==> src/verilog/frame_resize_params.svh <==
`ifndef FRAME_RESIZE_PARAMS_SVH
`define FRAME_RESIZE_PARAMS_SVH

// Pixel and coordinate word widths
`define FRC_PIXEL_W 8
`define FRC_COORD_W 16

// Source raster size
`define FRC_SRC_WIDTH  10
`define FRC_SRC_HEIGHT 10

// Destination raster size, nearest-neighbour reduction
`define FRC_DST_WIDTH  5
`define FRC_DST_HEIGHT 5

// Line FIFO address width, depth is 2**AW and must hold one dst line
`define FRC_FIFO_AW 4

// Number of line FIFOs in the ring
`define FRC_LINE_COUNT 6

`endif

==> src/verilog/pixel_pkg.sv <==
`include "frame_resize_params.svh"

package pixel_pkg;

  // Single pixel sample
  typedef logic [`FRC_PIXEL_W-1:0] pixel_t;

  // Raster coordinate, also used for accumulators
  typedef logic [`FRC_COORD_W-1:0] coord_t;

  // Source beat, one per cycle while valid is high
  typedef struct packed {
    logic   valid;
    pixel_t pixel;
    coord_t x;
    coord_t y;
  } src_pixel_s;

  // Kept pixel in destination coordinates
  typedef struct packed {
    logic   valid;
    pixel_t pixel;
    coord_t dst_x;
    coord_t dst_y;
    // High on the last pixel of a dst line
    logic   last;
  } dst_pixel_s;

endpackage

==> src/verilog/line_fifo_pkg.sv <==
`include "frame_resize_params.svh"

package line_fifo_pkg;

  // FIFO occupancy, one bit wider than the address to reach full depth
  typedef logic [`FRC_FIFO_AW:0] fifo_level_t;

  // Ring index, also wide enough for the count of ready lines
  typedef logic [2:0] line_idx_t;

  // Discarded pixel counter
  typedef logic [15:0] drop_cnt_t;

  // Ring state seen by the consumer
  typedef struct packed {
    // Complete lines not yet fully read
    line_idx_t lines_ready;
    // All FIFOs hold unread lines
    logic      ring_full;
    drop_cnt_t drop_count;
  } ring_status_s;

endpackage

==> src/verilog/coord_scaler.sv <==
`timescale 1ns/1ps
`include "frame_resize_params.svh"

module coord_scaler (
  input  logic                  clk,
  input  logic                  rst_n,
  input  pixel_pkg::src_pixel_s src,
  output pixel_pkg::dst_pixel_s kept
);

  import pixel_pkg::*;

  // Remainder of x*DST/SRC and its floor, for the previous column
  coord_t col_acc;
  coord_t col_dst;
  // Same for the current row, plus its keep decision
  coord_t row_acc;
  coord_t row_dst;
  logic   row_keep;

  coord_t col_sum;
  coord_t row_sum;
  coord_t col_acc_nxt;
  coord_t col_dst_nxt;
  coord_t row_acc_nxt;
  coord_t row_dst_nxt;
  logic   col_keep_nxt;
  logic   row_keep_nxt;

  // Column step, wrap of the accumulator means a new dst column
  always_comb
  begin
    col_sum = col_acc + coord_t'(`FRC_DST_WIDTH);
    if (src.x == '0)
    begin
      col_acc_nxt  = '0;
      col_dst_nxt  = '0;
      col_keep_nxt = 1'b1;
    end
    else if (col_sum >= coord_t'(`FRC_SRC_WIDTH))
    begin
      col_acc_nxt  = col_sum - coord_t'(`FRC_SRC_WIDTH);
      col_dst_nxt  = col_dst + 1'b1;
      col_keep_nxt = 1'b1;
    end
    else
    begin
      col_acc_nxt  = col_sum;
      col_dst_nxt  = col_dst;
      col_keep_nxt = 1'b0;
    end
  end

  // Row step only on the first column of a source line
  always_comb
  begin
    row_sum      = row_acc + coord_t'(`FRC_DST_HEIGHT);
    row_acc_nxt  = row_acc;
    row_dst_nxt  = row_dst;
    row_keep_nxt = row_keep;
    if (src.x == '0)
    begin
      if (src.y == '0)
      begin
        row_acc_nxt  = '0;
        row_dst_nxt  = '0;
        row_keep_nxt = 1'b1;
      end
      else if (row_sum >= coord_t'(`FRC_SRC_HEIGHT))
      begin
        row_acc_nxt  = row_sum - coord_t'(`FRC_SRC_HEIGHT);
        row_dst_nxt  = row_dst + 1'b1;
        row_keep_nxt = 1'b1;
      end
      else
      begin
        row_acc_nxt  = row_sum;
        row_keep_nxt = 1'b0;
      end
    end
  end

  always_ff @(posedge clk or negedge rst_n)
  begin
    if (!rst_n)
    begin
      col_acc  <= '0;
      col_dst  <= '0;
      row_acc  <= '0;
      row_dst  <= '0;
      row_keep <= 1'b0;
      kept     <= '0;
    end
    else
    begin
      // Accumulators only move on real source beats
      if (src.valid)
      begin
        col_acc  <= col_acc_nxt;
        col_dst  <= col_dst_nxt;
        row_acc  <= row_acc_nxt;
        row_dst  <= row_dst_nxt;
        row_keep <= row_keep_nxt;
      end
      kept.valid <= src.valid && col_keep_nxt && row_keep_nxt;
      kept.pixel <= src.pixel;
      kept.dst_x <= col_dst_nxt;
      kept.dst_y <= row_dst_nxt;
      kept.last  <= (col_dst_nxt == coord_t'(`FRC_DST_WIDTH - 1));
    end
  end

endmodule

==> src/verilog/line_fifo.sv <==
`timescale 1ns/1ps
`include "frame_resize_params.svh"

module line_fifo (
  input  logic                       clk,
  input  logic                       rst_n,
  input  logic                       push,
  input  logic                       pop,
  input  pixel_pkg::pixel_t          wdata,
  output pixel_pkg::pixel_t          rdata,
  output line_fifo_pkg::fifo_level_t level,
  output logic                       empty
);

  import pixel_pkg::*;
  import line_fifo_pkg::*;

  localparam int DEPTH = 1 << `FRC_FIFO_AW;

  // Storage, one dst line fits with room to spare
  pixel_t                  mem [DEPTH];
  logic [`FRC_FIFO_AW-1:0] wr_ptr;
  logic [`FRC_FIFO_AW-1:0] rd_ptr;
  fifo_level_t             count;

  logic full;
  logic do_push;
  logic do_pop;

  assign full    = (count == fifo_level_t'(DEPTH));
  assign empty   = (count == '0);
  assign level   = count;
  // Overflow and underflow requests are ignored
  assign do_push = push && !full;
  assign do_pop  = pop && !empty;

  always_ff @(posedge clk or negedge rst_n)
  begin
    if (!rst_n)
    begin
      wr_ptr <= '0;
      rd_ptr <= '0;
      count  <= '0;
    end
    else
    begin
      if (do_push)
        wr_ptr <= wr_ptr + 1'b1;
      if (do_pop)
        rd_ptr <= rd_ptr + 1'b1;
      case ({do_push, do_pop})
        2'b10:   count <= count + 1'b1;
        2'b01:   count <= count - 1'b1;
        default: count <= count;
      endcase
    end
  end

  always_ff @(posedge clk)
  begin
    if (do_push)
      mem[wr_ptr] <= wdata;
  end

  // Read word lands one cycle after the pop
  always_ff @(posedge clk)
  begin
    if (do_pop)
      rdata <= mem[rd_ptr];
  end

endmodule

==> src/verilog/line_store.sv <==
`timescale 1ns/1ps
`include "frame_resize_params.svh"

module line_store (
  input  logic                        clk,
  input  logic                        rst_n,
  input  pixel_pkg::dst_pixel_s       kept,
  input  logic                        rd_en,
  output pixel_pkg::dst_pixel_s       out,
  output line_fifo_pkg::ring_status_s status,
  output logic                        frame_done
);

  import pixel_pkg::*;
  import line_fifo_pkg::*;

  localparam int DEPTH = 1 << `FRC_FIFO_AW;

  // Per-FIFO handshake wires
  logic [`FRC_LINE_COUNT-1:0] push_v;
  logic [`FRC_LINE_COUNT-1:0] pop_v;
  logic [`FRC_LINE_COUNT-1:0] empty_v;
  pixel_t                     rdata_v [`FRC_LINE_COUNT];
  fifo_level_t                level_v [`FRC_LINE_COUNT];

  // Ring pointers and counters
  line_idx_t wr_line;
  line_idx_t rd_line;
  line_idx_t lines_ready;
  drop_cnt_t drop_count;
  logic      dropping;
  logic      ring_full;

  // dst_y tag of each stored line
  coord_t line_y [`FRC_LINE_COUNT];

  // Read side, rd_cnt is the dst_x of the next pop
  coord_t    rd_cnt;
  line_idx_t rd_sel_q;
  logic      out_valid_q;
  coord_t    out_x_q;
  coord_t    out_y_q;
  logic      out_last_q;

  logic line_start;
  logic drop_line;
  logic no_room;
  logic discard;
  logic accept;
  logic wr_done;
  logic rd_fire;
  logic rd_done;

  assign ring_full  = (lines_ready == line_idx_t'(`FRC_LINE_COUNT));
  assign line_start = kept.valid && (kept.dst_x == '0);
  // Drop decision is taken once per line, at its first pixel
  assign drop_line  = line_start ? ring_full : dropping;
  assign no_room    = (level_v[wr_line] >= fifo_level_t'(DEPTH));
  assign discard    = kept.valid && (drop_line || no_room);
  assign accept     = kept.valid && !discard;
  assign wr_done    = accept && kept.last;

  assign rd_fire = rd_en && (lines_ready != '0) && !empty_v[rd_line];
  assign rd_done = rd_fire && (rd_cnt == coord_t'(`FRC_DST_WIDTH - 1));

  for (genvar i = 0; i < `FRC_LINE_COUNT; i++)
  begin : g_line
    assign push_v[i] = accept && (wr_line == line_idx_t'(i));
    assign pop_v[i]  = rd_fire && (rd_line == line_idx_t'(i));

    line_fifo line_fifo_i (
      .clk   (clk),
      .rst_n (rst_n),
      .push  (push_v[i]),
      .pop   (pop_v[i]),
      .wdata (kept.pixel),
      .rdata (rdata_v[i]),
      .level (level_v[i]),
      .empty (empty_v[i])
    );
  end

  // Write side and ring bookkeeping
  always_ff @(posedge clk or negedge rst_n)
  begin
    if (!rst_n)
    begin
      wr_line     <= '0;
      rd_line     <= '0;
      lines_ready <= '0;
      drop_count  <= '0;
      dropping    <= 1'b0;
      rd_cnt      <= '0;
      frame_done  <= 1'b0;
    end
    else
    begin
      if (line_start)
        dropping <= ring_full;
      if (discard && (drop_count != '1))
        drop_count <= drop_count + 1'b1;
      if (wr_done)
        wr_line <= (wr_line == line_idx_t'(`FRC_LINE_COUNT - 1)) ? '0 : wr_line + 1'b1;
      if (rd_fire)
        rd_cnt <= rd_done ? '0 : rd_cnt + 1'b1;
      if (rd_done)
        rd_line <= (rd_line == line_idx_t'(`FRC_LINE_COUNT - 1)) ? '0 : rd_line + 1'b1;
      case ({wr_done, rd_done})
        2'b10:   lines_ready <= lines_ready + 1'b1;
        2'b01:   lines_ready <= lines_ready - 1'b1;
        default: lines_ready <= lines_ready;
      endcase
      // Frame end seen at the store, also when its line was dropped
      frame_done <= kept.valid && kept.last
                    && (kept.dst_y == coord_t'(`FRC_DST_HEIGHT - 1));
    end
  end

  // Line tag captured with the first accepted pixel
  always_ff @(posedge clk)
  begin
    if (accept && line_start)
      line_y[wr_line] <= kept.dst_y;
  end

  always_ff @(posedge clk or negedge rst_n)
  begin
    if (!rst_n)
      out_valid_q <= 1'b0;
    else
      out_valid_q <= rd_fire;
  end

  // Coordinates of the popped word, aligned with FIFO rdata
  always_ff @(posedge clk)
  begin
    if (rd_fire)
    begin
      rd_sel_q   <= rd_line;
      out_x_q    <= rd_cnt;
      out_y_q    <= line_y[rd_line];
      out_last_q <= rd_done;
    end
  end

  assign out = '{valid: out_valid_q,
                 pixel: rdata_v[rd_sel_q],
                 dst_x: out_x_q,
                 dst_y: out_y_q,
                 last:  out_last_q};

  assign status = '{lines_ready: lines_ready,
                    ring_full:   ring_full,
                    drop_count:  drop_count};

endmodule

==> src/verilog/frame_resize_top.sv <==
`timescale 1ns/1ps

module frame_resize_top (
  input  logic                        clk,
  input  logic                        rst_n,
  // Source raster, one beat per cycle
  input  pixel_pkg::src_pixel_s       src,
  // Consumer read strobe
  input  logic                        rd_en,
  output pixel_pkg::dst_pixel_s       out,
  output line_fifo_pkg::ring_status_s status,
  output logic                        frame_done
);

  import pixel_pkg::*;

  // Kept pixels in dst coordinates
  dst_pixel_s kept;

  // Nearest-neighbour selection
  coord_scaler scaler_i (
    .clk   (clk),
    .rst_n (rst_n),
    .src   (src),
    .kept  (kept)
  );

  // Line ring and read port
  line_store store_i (
    .clk        (clk),
    .rst_n      (rst_n),
    .kept       (kept),
    .rd_en      (rd_en),
    .out        (out),
    .status     (status),
    .frame_done (frame_done)
  );

endmodule

==> config.mk <==
export PLATFORM = sky130hd
export DESIGN_NAME = frame_resize_top
export DESIGN_NICKNAME = d
export VERILOG_FILES = /design/src/verilog/pixel_pkg.sv /design/src/verilog/line_fifo_pkg.sv /design/src/verilog/coord_scaler.sv /design/src/verilog/line_fifo.sv /design/src/verilog/line_store.sv /design/src/verilog/frame_resize_top.sv
export VERILOG_INCLUDE_DIRS = /design/src /design/src/verilog
export SDC_FILE = /design/constraint.sdc
export NUM_CORES = 1
export LEC_CHECK = 0
export ABC_AREA = 1
export CORE_MARGIN = 2
export CORE_UTILIZATION = 35
export DETAILED_ROUTE_END_ITERATION = 7
export DONT_BUFFER_PORTS = 1
export GPL_TIMING_DRIVEN = 0
export SLEW_MARGIN = 20
export SYNTH_ARGS = -nofsm -noshare
export SYNTH_HDL_FRONTEND = slang
export SYNTH_SLANG_ARGS = --single-unit
==> constraint.sdc <==
create_clock -name clk -period 9.7 [get_ports clk]
set_input_delay 1.94 -clock clk [delete_from_list [all_inputs] [get_ports clk]]
set_output_delay 1.94 -clock clk [all_outputs]
set_load 0.01 [all_outputs]
==> qor.csv, run 1 <==
stage,metric,value,unit
critical_path,worst-r2r-cell-count,15,
critical_path,cp.arrival,2910,ps
synthesis,ys_seq_elements,1177,
critical_path,cp.buffers_inverters,3,
clocking,clk_pin_slew,60,ps
synthesis,synth.avg_cell_area,11.7,um^2
grt,grt-busiest-layer,met2,
timing,period_needed,4850,ps
drt,first_pass_iters,6,
die,die_h,380,um
critical_path,slowest_delay,490,ps
grt,grt_pass1_wl,191000,um
synthesis,synth_ff_type,edfxtp_1,
drt,antenna_left,0,
timing,finalHoldViolCount,0,
critical_path,r2r_setup_slack,5460,ps
drt,wirelength,125000,um
pwr,p_sw,0.00353,W
critical_path,cp-end-kind,output pin,
pwr,power.share.clock,40.0,%
critical_path,path_class,reg2out,
finish,drive_above_1_share,6.68,%
clocking,ctsHtreeMaxLevel,4,
synthesis,synth_fp_nets,4353,
synthesis,async_flop_share,19.5,%
critical_path,crit_chain,clkbuf_1 > inv_1 > buf_1 > nor2_1 > o32ai_1 > nand2_1 > o21ai_0,
clocking,cts_root_buf,clkbuf_16,
synthesis,synth-seq-area-share,69.0,%
timing,min_period_over_period,50.0,%
critical_path,crit_start,store_i.rd_sel_q[0],
pwr,comb_power_share,13.1,%
clocking,cts_resized,0,
place,dp_hpwl,81500,um
critical_path,r2r-start,store_i.rd_line[1],
synthesis,syn-instance-count,4234,
drt,drt_iter0_markers,3372,
die,die_w,380,um
pwr,p_leak,20.5,nW
synthesis,syn_area,49600,um^2
worst_hold_path,holdPathStages,0,
die,core-area,141000,um^2
critical_path,regToRegEndpoint,store_i.g_line[3].line_fifo_i.level[4],
clocking,cts_buffer_depth,3,
worst_hold_path,hold_class,reg2reg,
timing,setup-tns-final,0,ps
worst_hold_path,hold_start,store_i.rd_line[0],
job,maxCapViolations,0,
finish,design_area,56700,um^2
pwr,switching_share,27.9,%
drt,post_drt_wl_per_cell,19.6,um
clocking,cts-buffers-inserted,130,
grt,grt_usage,17.0,%
grt,use_met1,24.1,%
synthesis,synthTopCellsByArea,"edfxtp_1 57%, dfrtp_1 12%, nand2_1 5.6%",
place,port_buffers,0,
drt,viasPerCell,5.13,
drt,post-route-drc-count,0,
clocking,post-cts-setup-buffers,0,
synthesis,yosys.cell_types.count,56,
pwr,ir_worst_vdd,0.165,mV
grt,grt_pass1_vias,31700,
grt,antenna_found_initial,2,
critical_path,crit_path_start_kind,register,
timing,drv_slew,0,
critical_path,crit_slowest_cell,edfxtp_1,
worst_hold_path,holdPathEnd,store_i.rd_sel_q[0],
synthesis,synth_edf_count,948,
synthesis,yosys.area.top_type_share,57.4,%
clocking,cts_tree,built,
die,io_pins,107,
critical_path,critical_path_required,7760,ps
grt,gr-total-overflow,0,
grt,use_met2,26.8,%
grt,grt_max_degree,230,
timing,holdWs,461,ps
synthesis,synth_area_leader_cell,edfxtp_1,
clocking,clock_sinks,1177,
clocking,worstSkewPairLatency,790,ps
finish,area_growth,14.4,%
pwr,pwr_density_cell,223,nW/um^2
pwr,seqPwrFrac,46.9,%
synthesis,yosysWarnings,0,
place,place_congestion,0.855,
timing,rsz0062_at_grt,no,
outcome,status,finished clean,
clocking,holdBufCountCts,0,
grt,grt_use_met3,3.03,%
die,die-area,145000,um^2
timing,clock.fmax,206,MHz
timing,skew,48.2,ps
critical_path,crit_family,buffers and inverters,
critical_path,worstPathMaxFanout,10,
timing,worstMarginPinSlew,1060,ps
place,place_area,52200,um^2
die,core.rowCount,138,
die,start_util,35.1,%
drt,vias,32700,
timing,slew_headroom,28.6,%
timing,final-setup-viol-count,0,
finish,nNetsFinal,4501,
finish,n_antenna_cell,0,
pwr,p_int,0.00912,W
## power groups by stage
stage	sequential (W)	clock, W	combinational [W]
2_1_floorplan	0.00595	0	0.00111
3_5_place_dp	0.00603	0	0.00165
4_1_cts	0.00593	0.00516	0.00166
3_3_place_gp	0.00606	0	0.00159
6_report	0.00593	0.00507	0.00166
5_1_grt	0.00596	0.00537	0.00185
## cell usage after synthesis, types with 3 or more instances
| cell | number |
|---|---|
| edfxtp_1 | 948 |
| nand2_1 | 738 |
| nor2_1 | 515 |
| o21ai_0 | 407 |
| inv_1 | 244 |
| dfrtp_1 | 229 |
| nand3_1 | 162 |
| clkbuf_1 | 141 |
| a21oi_1 | 135 |
| nand4_1 | 89 |
| xor2_1 | 87 |
| ha_1 | 68 |
| o22ai_1 | 67 |
| o221ai_1 | 65 |
| nor3_1 | 40 |
| a221oi_1 | 36 |
| xnor2_1 | 25 |
| mux2i_1 | 22 |
| o32ai_1 | 20 |
| nor4_1 | 17 |
| clkinv_1 | 16 |
| buf_1 | 14 |
| nand2_2 | 14 |
| o21ai_1 | 14 |
| inv_2 | 10 |
| and3_1 | 9 |
| o211ai_1 | 9 |
| nor2_4 | 8 |
| buf_2 | 7 |
| fa_1 | 7 |
| nor2_2 | 6 |
| o31ai_1 | 6 |
| or2_2 | 6 |
| buf_4 | 5 |
| nand3_2 | 5 |
| a31oi_1 | 4 |
| buf_6 | 4 |
| nand2_4 | 4 |
| a21o_1 | 3 |
| o21bai_1 | 3 |
| or4_1 | 3 |
## cell type report
type / instances / area (um^2)
tap: 1890 / 2360
inverter: 270 / 1010
buffer: 171 / 699
multi-input combinational: 2616 / 13700
clock inverter: 66 / 882
timing repair buffer: 16 / 262
fill: 13300 / 84400
clock buffer: 174 / 3550
sequential: 1177 / 34200
## worst max path at each step
stage | endpoint | slack (ps) | cells past startpoint
floorplan | store_i.g_line[3].line_fifo_i.level[4] | 5480 | 12
global placement | store_i.g_line[3].line_fifo_i.level[4] | 4330 | 12
detailed placement | store_i.g_line[4].line_fifo_i.level[4] | 4470 | 18
CTS | out[39] | 4800 | 7
global route | out[39] | 4720 | 7
finish | out[39] | 4850 | 7
## state kept, by name, indices dropped and copies added (netlist names), 3 cells and up
| name | cells |
|---|---|
| scaler_i.kept | 42 |
| scaler_i.col_acc | 16 |
| store_i.out_y_q | 16 |
| store_i.drop_count | 16 |
| scaler_i.row_acc | 16 |
| store_i.wr_line | 3 |
| store_i.g_line.line_fifo_i.rd_ptr | 24 |
| store_i.g_line.line_fifo_i.wr_ptr | 24 |
| store_i.g_line.line_fifo_i.mem | 768 |
| scaler_i.col_dst | 16 |
| store_i.rd_cnt | 16 |
| store_i.g_line.line_fifo_i.level | 30 |
| scaler_i.row_dst | 16 |
| store_i.lines_ready | 3 |
| store_i.line_y | 96 |
| store_i.g_line.line_fifo_i.rdata | 48 |
| store_i.out_x_q | 16 |
| store_i.rd_line | 3 |
| store_i.rd_sel_q | 3 |
## per-layer routing
metal	share of wire (%)	wire length [um]
met1	45	56400
met2	46	57500
met3	6.4	7950
met4	2.4	2960
met5	0.010	13
## through the flow
step / power, W / cells / setup WS (ps) / utilization, %
floorplan: 0.00706 / 4234 / 5480 / -
global placement: 0.00765 / 6124 / 4330 / 36.8
detailed placement: 0.00768 / 6140 / 4470 / 37.0
CTS: 0.0127 / 6380 / 4800 / 40.2
global route: 0.0132 / 6380 / 4720 / 40.2
finish: 0.0127 / 6380 / 4850 / 40.2
## cells in the final DEF, fill, tap and decap left out, types with 65 or more instances in the layout
cell and n:
ha_1 68, edfxtp_1 948, nand3_1 162, xor2_1 87
nor2_1 513, o21ai_0 407, a21oi_1 135, inv_1 244
clkbuf_16 131, o221ai_1 65, o22ai_1 67, dfrtp_1 221
nand2_1 738, nand4_1 89, clkbuf_1 173
## cells by family (layout without fill, tap and decap cells)
kind of cell,count (synthesis),after routing,synth area share [%]
AND/OR/NAND/NOR,1626,1626,13.9
flip-flops,1177,1177,69.0
AO/OA/AOI/OAI,779,779,9.14
buffers and inverters,441,697,3.46
XOR/XNOR,114,114,2.05
adder cells (fa/ha/maj),75,75,2.00
multiplexers,22,22,0.444
Power figures use the tool's default switching activity.
==> inputs of run 2 (changes only) <==
==> constraint.sdc (replaced) <==
create_clock -name clk -period 4.95 [get_ports clk]
set_input_delay 0.99 -clock clk [delete_from_list [all_inputs] [get_ports clk]]
set_output_delay 0.99 -clock clk [all_outputs]
set_load 0.01 [all_outputs]
==> qor.csv, run 2 (synthesized netlist as in run 1, its figures left out) <==
stage,metric,value,unit,change
outcome,status,"finished, violations left",,
outcome,violations,hold timing,,
die,die_h,380,um,unchanged
place,port_buffers,0,,unchanged
drt,antenna_left,0,,unchanged
grt,grt_pass1_wl,191000,um,unchanged
place,place_congestion,0.855,,unchanged
drt,met1_length,56400,um,+0.10%
place,dpl.cell_count,6140,,unchanged
drt,post-route-drc-count,0,,unchanged
finish,layout_commonest_cell,edfxtp_1,,
critical_path,cp.arrival,4880,ps,+1970 ps
timing,holdWs,-62.8,ps,-524 ps
timing,rsz0062_at_grt,no,,
die,core.rowCount,138,,unchanged
finish,drive_above_1_share,6.68,%,unchanged
die,die_w,380,um,unchanged
critical_path,critical_path_required,5600,ps,-2160 ps
drt,wl_met3,7880,um,-0.87%
timing,clock.fmax,236,MHz,
finish,mostFrequentLayoutCells,"948 x edfxtp_1, 738 x nand2_1, 513 x nor2_1",,
clocking,worstSkewPairLatency,790,ps,about the same
timing,final-setup-viol-count,0,,unchanged
timing,worstMarginPinSlew,1060,ps,unchanged
pwr,pwr_density_cell,437,nW/um^2,+96%
clocking,cts_resized,0,,unchanged
clocking,cts_tree,built,,
drt,routed.top_layer,met5,,
clocking,cts-buffers-inserted,130,,unchanged
pwr,p_leak,20.5,nW,unchanged
die,die-area,145000,um^2,unchanged
drt,wirelength,125000,um,about the same
finish,largest_register,store_i.g_line.line_fifo_i.mem,,
pwr,ir_worst_vdd,0.322,mV,+95%
finish,area_growth,14.4,%,unchanged
grt,antenna_found_initial,2,,unchanged
pwr,p_sw,0.00691,W,+96%
place,dp_hpwl,81500,um,unchanged
finish,nFillCells,13300,,unchanged
pwr,comb_power_share,13.1,%,about the same
grt,grt_usage,17.0,%,unchanged
finish,regArea,34200,um^2,unchanged
die,io_pins,107,,unchanged
clocking,ctsHtreeMaxLevel,4,,unchanged
finish,reg.largest.list,"store_i.g_line.line_fifo_i.mem (768), store_i.line_y (96), store_i.g_line.line_fifo_i.rdata (48)",,
drt,post_drt_wl_per_cell,19.6,um,about the same
clocking,cts_root_buf,clkbuf_16,,
timing,slew_headroom,28.6,%,unchanged
finish,fin_cells,6380,,unchanged
worst_hold_path,hold_class,in2async,,
timing,skew,50.0,ps,+1.80 ps
drt,viasPerCell,5.12,,about the same
critical_path,crit_path_start_kind,register,,
finish,n_antenna_cell,0,,unchanged
grt,grt_max_degree,230,,unchanged
pwr,power.share.clock,40.0,%,about the same
drt,first_pass_iters,6,,unchanged
pwr,p_int,0.0179,W,+96%
finish,nNetsFinal,4501,,unchanged
clocking,cts_buffer_depth,3,,unchanged
critical_path,path_class,reg2reg,,
die,core-area,141000,um^2,unchanged
drt,wl_met2,57500,um,about the same
timing,min_period_over_period,85.5,%,
timing,finalHoldViolCount,93,,+93
critical_path,worstPathMaxFanout,14,,+4
pwr,switching_share,27.9,%,about the same
clocking,clock_sinks,1177,,unchanged
job,maxCapViolations,0,,unchanged
finish,largest_register_ffs,768,,unchanged
timing,drv_slew,0,,unchanged
grt,gr-total-overflow,0,,unchanged
timing,period_needed,4230,ps,
clocking,clk_pin_slew,60,ps,about the same
drt,drt_iter0_markers,3375,,+0.089%
finish,multi_input_area,13700,um^2,unchanged
critical_path,r2r_setup_slack,720,ps,-4740 ps
die,start_util,35.1,%,unchanged
grt,grt_pass1_vias,31700,,+0.016%
pwr,seqPwrFrac,46.9,%,about the same
timing,setup-tns-final,0,ps,unchanged
critical_path,cp-end-kind,register,,
drt,vias,32700,,-0.073%
[run 2: cell counts in the layout (fill, tap and decap cells not counted)]
No cell type changed its count.
[run 2: repair_timing]
action	in CTS	in global routing
endpoints found under the setup margin	0	0
buffers inserted	0	0
hold endpoints to repair	229	229
[run 2: area by class of cell]
cell class | count | area share, %
buffer | 171 | 1.23
timing repair buffer | 16 | 0.461
clock buffer | 174 | 6.26
clock inverter | 66 | 1.56
inverter | 270 | 1.79
tap | 1890 | 4.17
multi-input combinational | 2616 | 24.1
sequential | 1177 | 60.4
[run 2: per-layer routing]
metal,up-vias,track usage (%)
met5,-,0
met4,2,5.01
met3,189,3.04
met2,1037,26.8
met1,16100,24.1
li1,15400,-
[run 2: power groups by stage]
stage	clock network, W	logic [W]	registers [W]
floorplan	0	0.00217	0.0117
global placement	0	0.00312	0.0119
detailed placement	0	0.00323	0.0118
CTS	0.0101	0.00325	0.0116
global route	0.0105	0.00363	0.0117
finish	0.00992	0.00325	0.0116
[run 2: final timing paths]
| check | start | endpoint | cells after the start |
|---|---|---|---|
| setup / recovery | store_i.rd_line[1] | store_i.g_line[3].line_fifo_i.level[4] | 15 |
| hold / removal | rst_n | scaler_i.kept[34] | 0 |
| setup reg to reg | store_i.rd_line[1] | store_i.g_line[3].line_fifo_i.level[4] | 15 |
| hold reg to reg | store_i.rd_line[0] | store_i.rd_sel_q[0] | 0 |
| max in group asynchronous | rst_n | store_i.rd_cnt[2] | 0 |
| min in group clk | src[33] | scaler_i.kept[34] | 0 |
[run 2: critical path, stage by stage (launching register included)]
cell	delay (ps)
dfrtp_1	470
buf_2	290
nand2_1	110
clkinv_1	190
clkbuf_1	530
ha_1	290
nand2_1	70
nor2_2	680
ha_1	420
ha_1	310
a21o_1	170
a21oi_1	120
inv_1	60
a21oi_1	120
o21ai_0	130
xor2_1	160
[run 2: through the flow]
stage                     hold slack, ps  utilization (%)  total power, W  setup WS, ps  instance area, um^2
after floorplan                      426                -          0.0138          1600                49600
after global placement               448             36.8          0.0150           299                51900
after detailed placement             446             37.0          0.0150           609                52200
after CTS                           -125             40.2          0.0250           610                56700
after global routing                -112             40.2          0.0258           317                56700
final                              -62.8             40.2          0.0248           719                56700
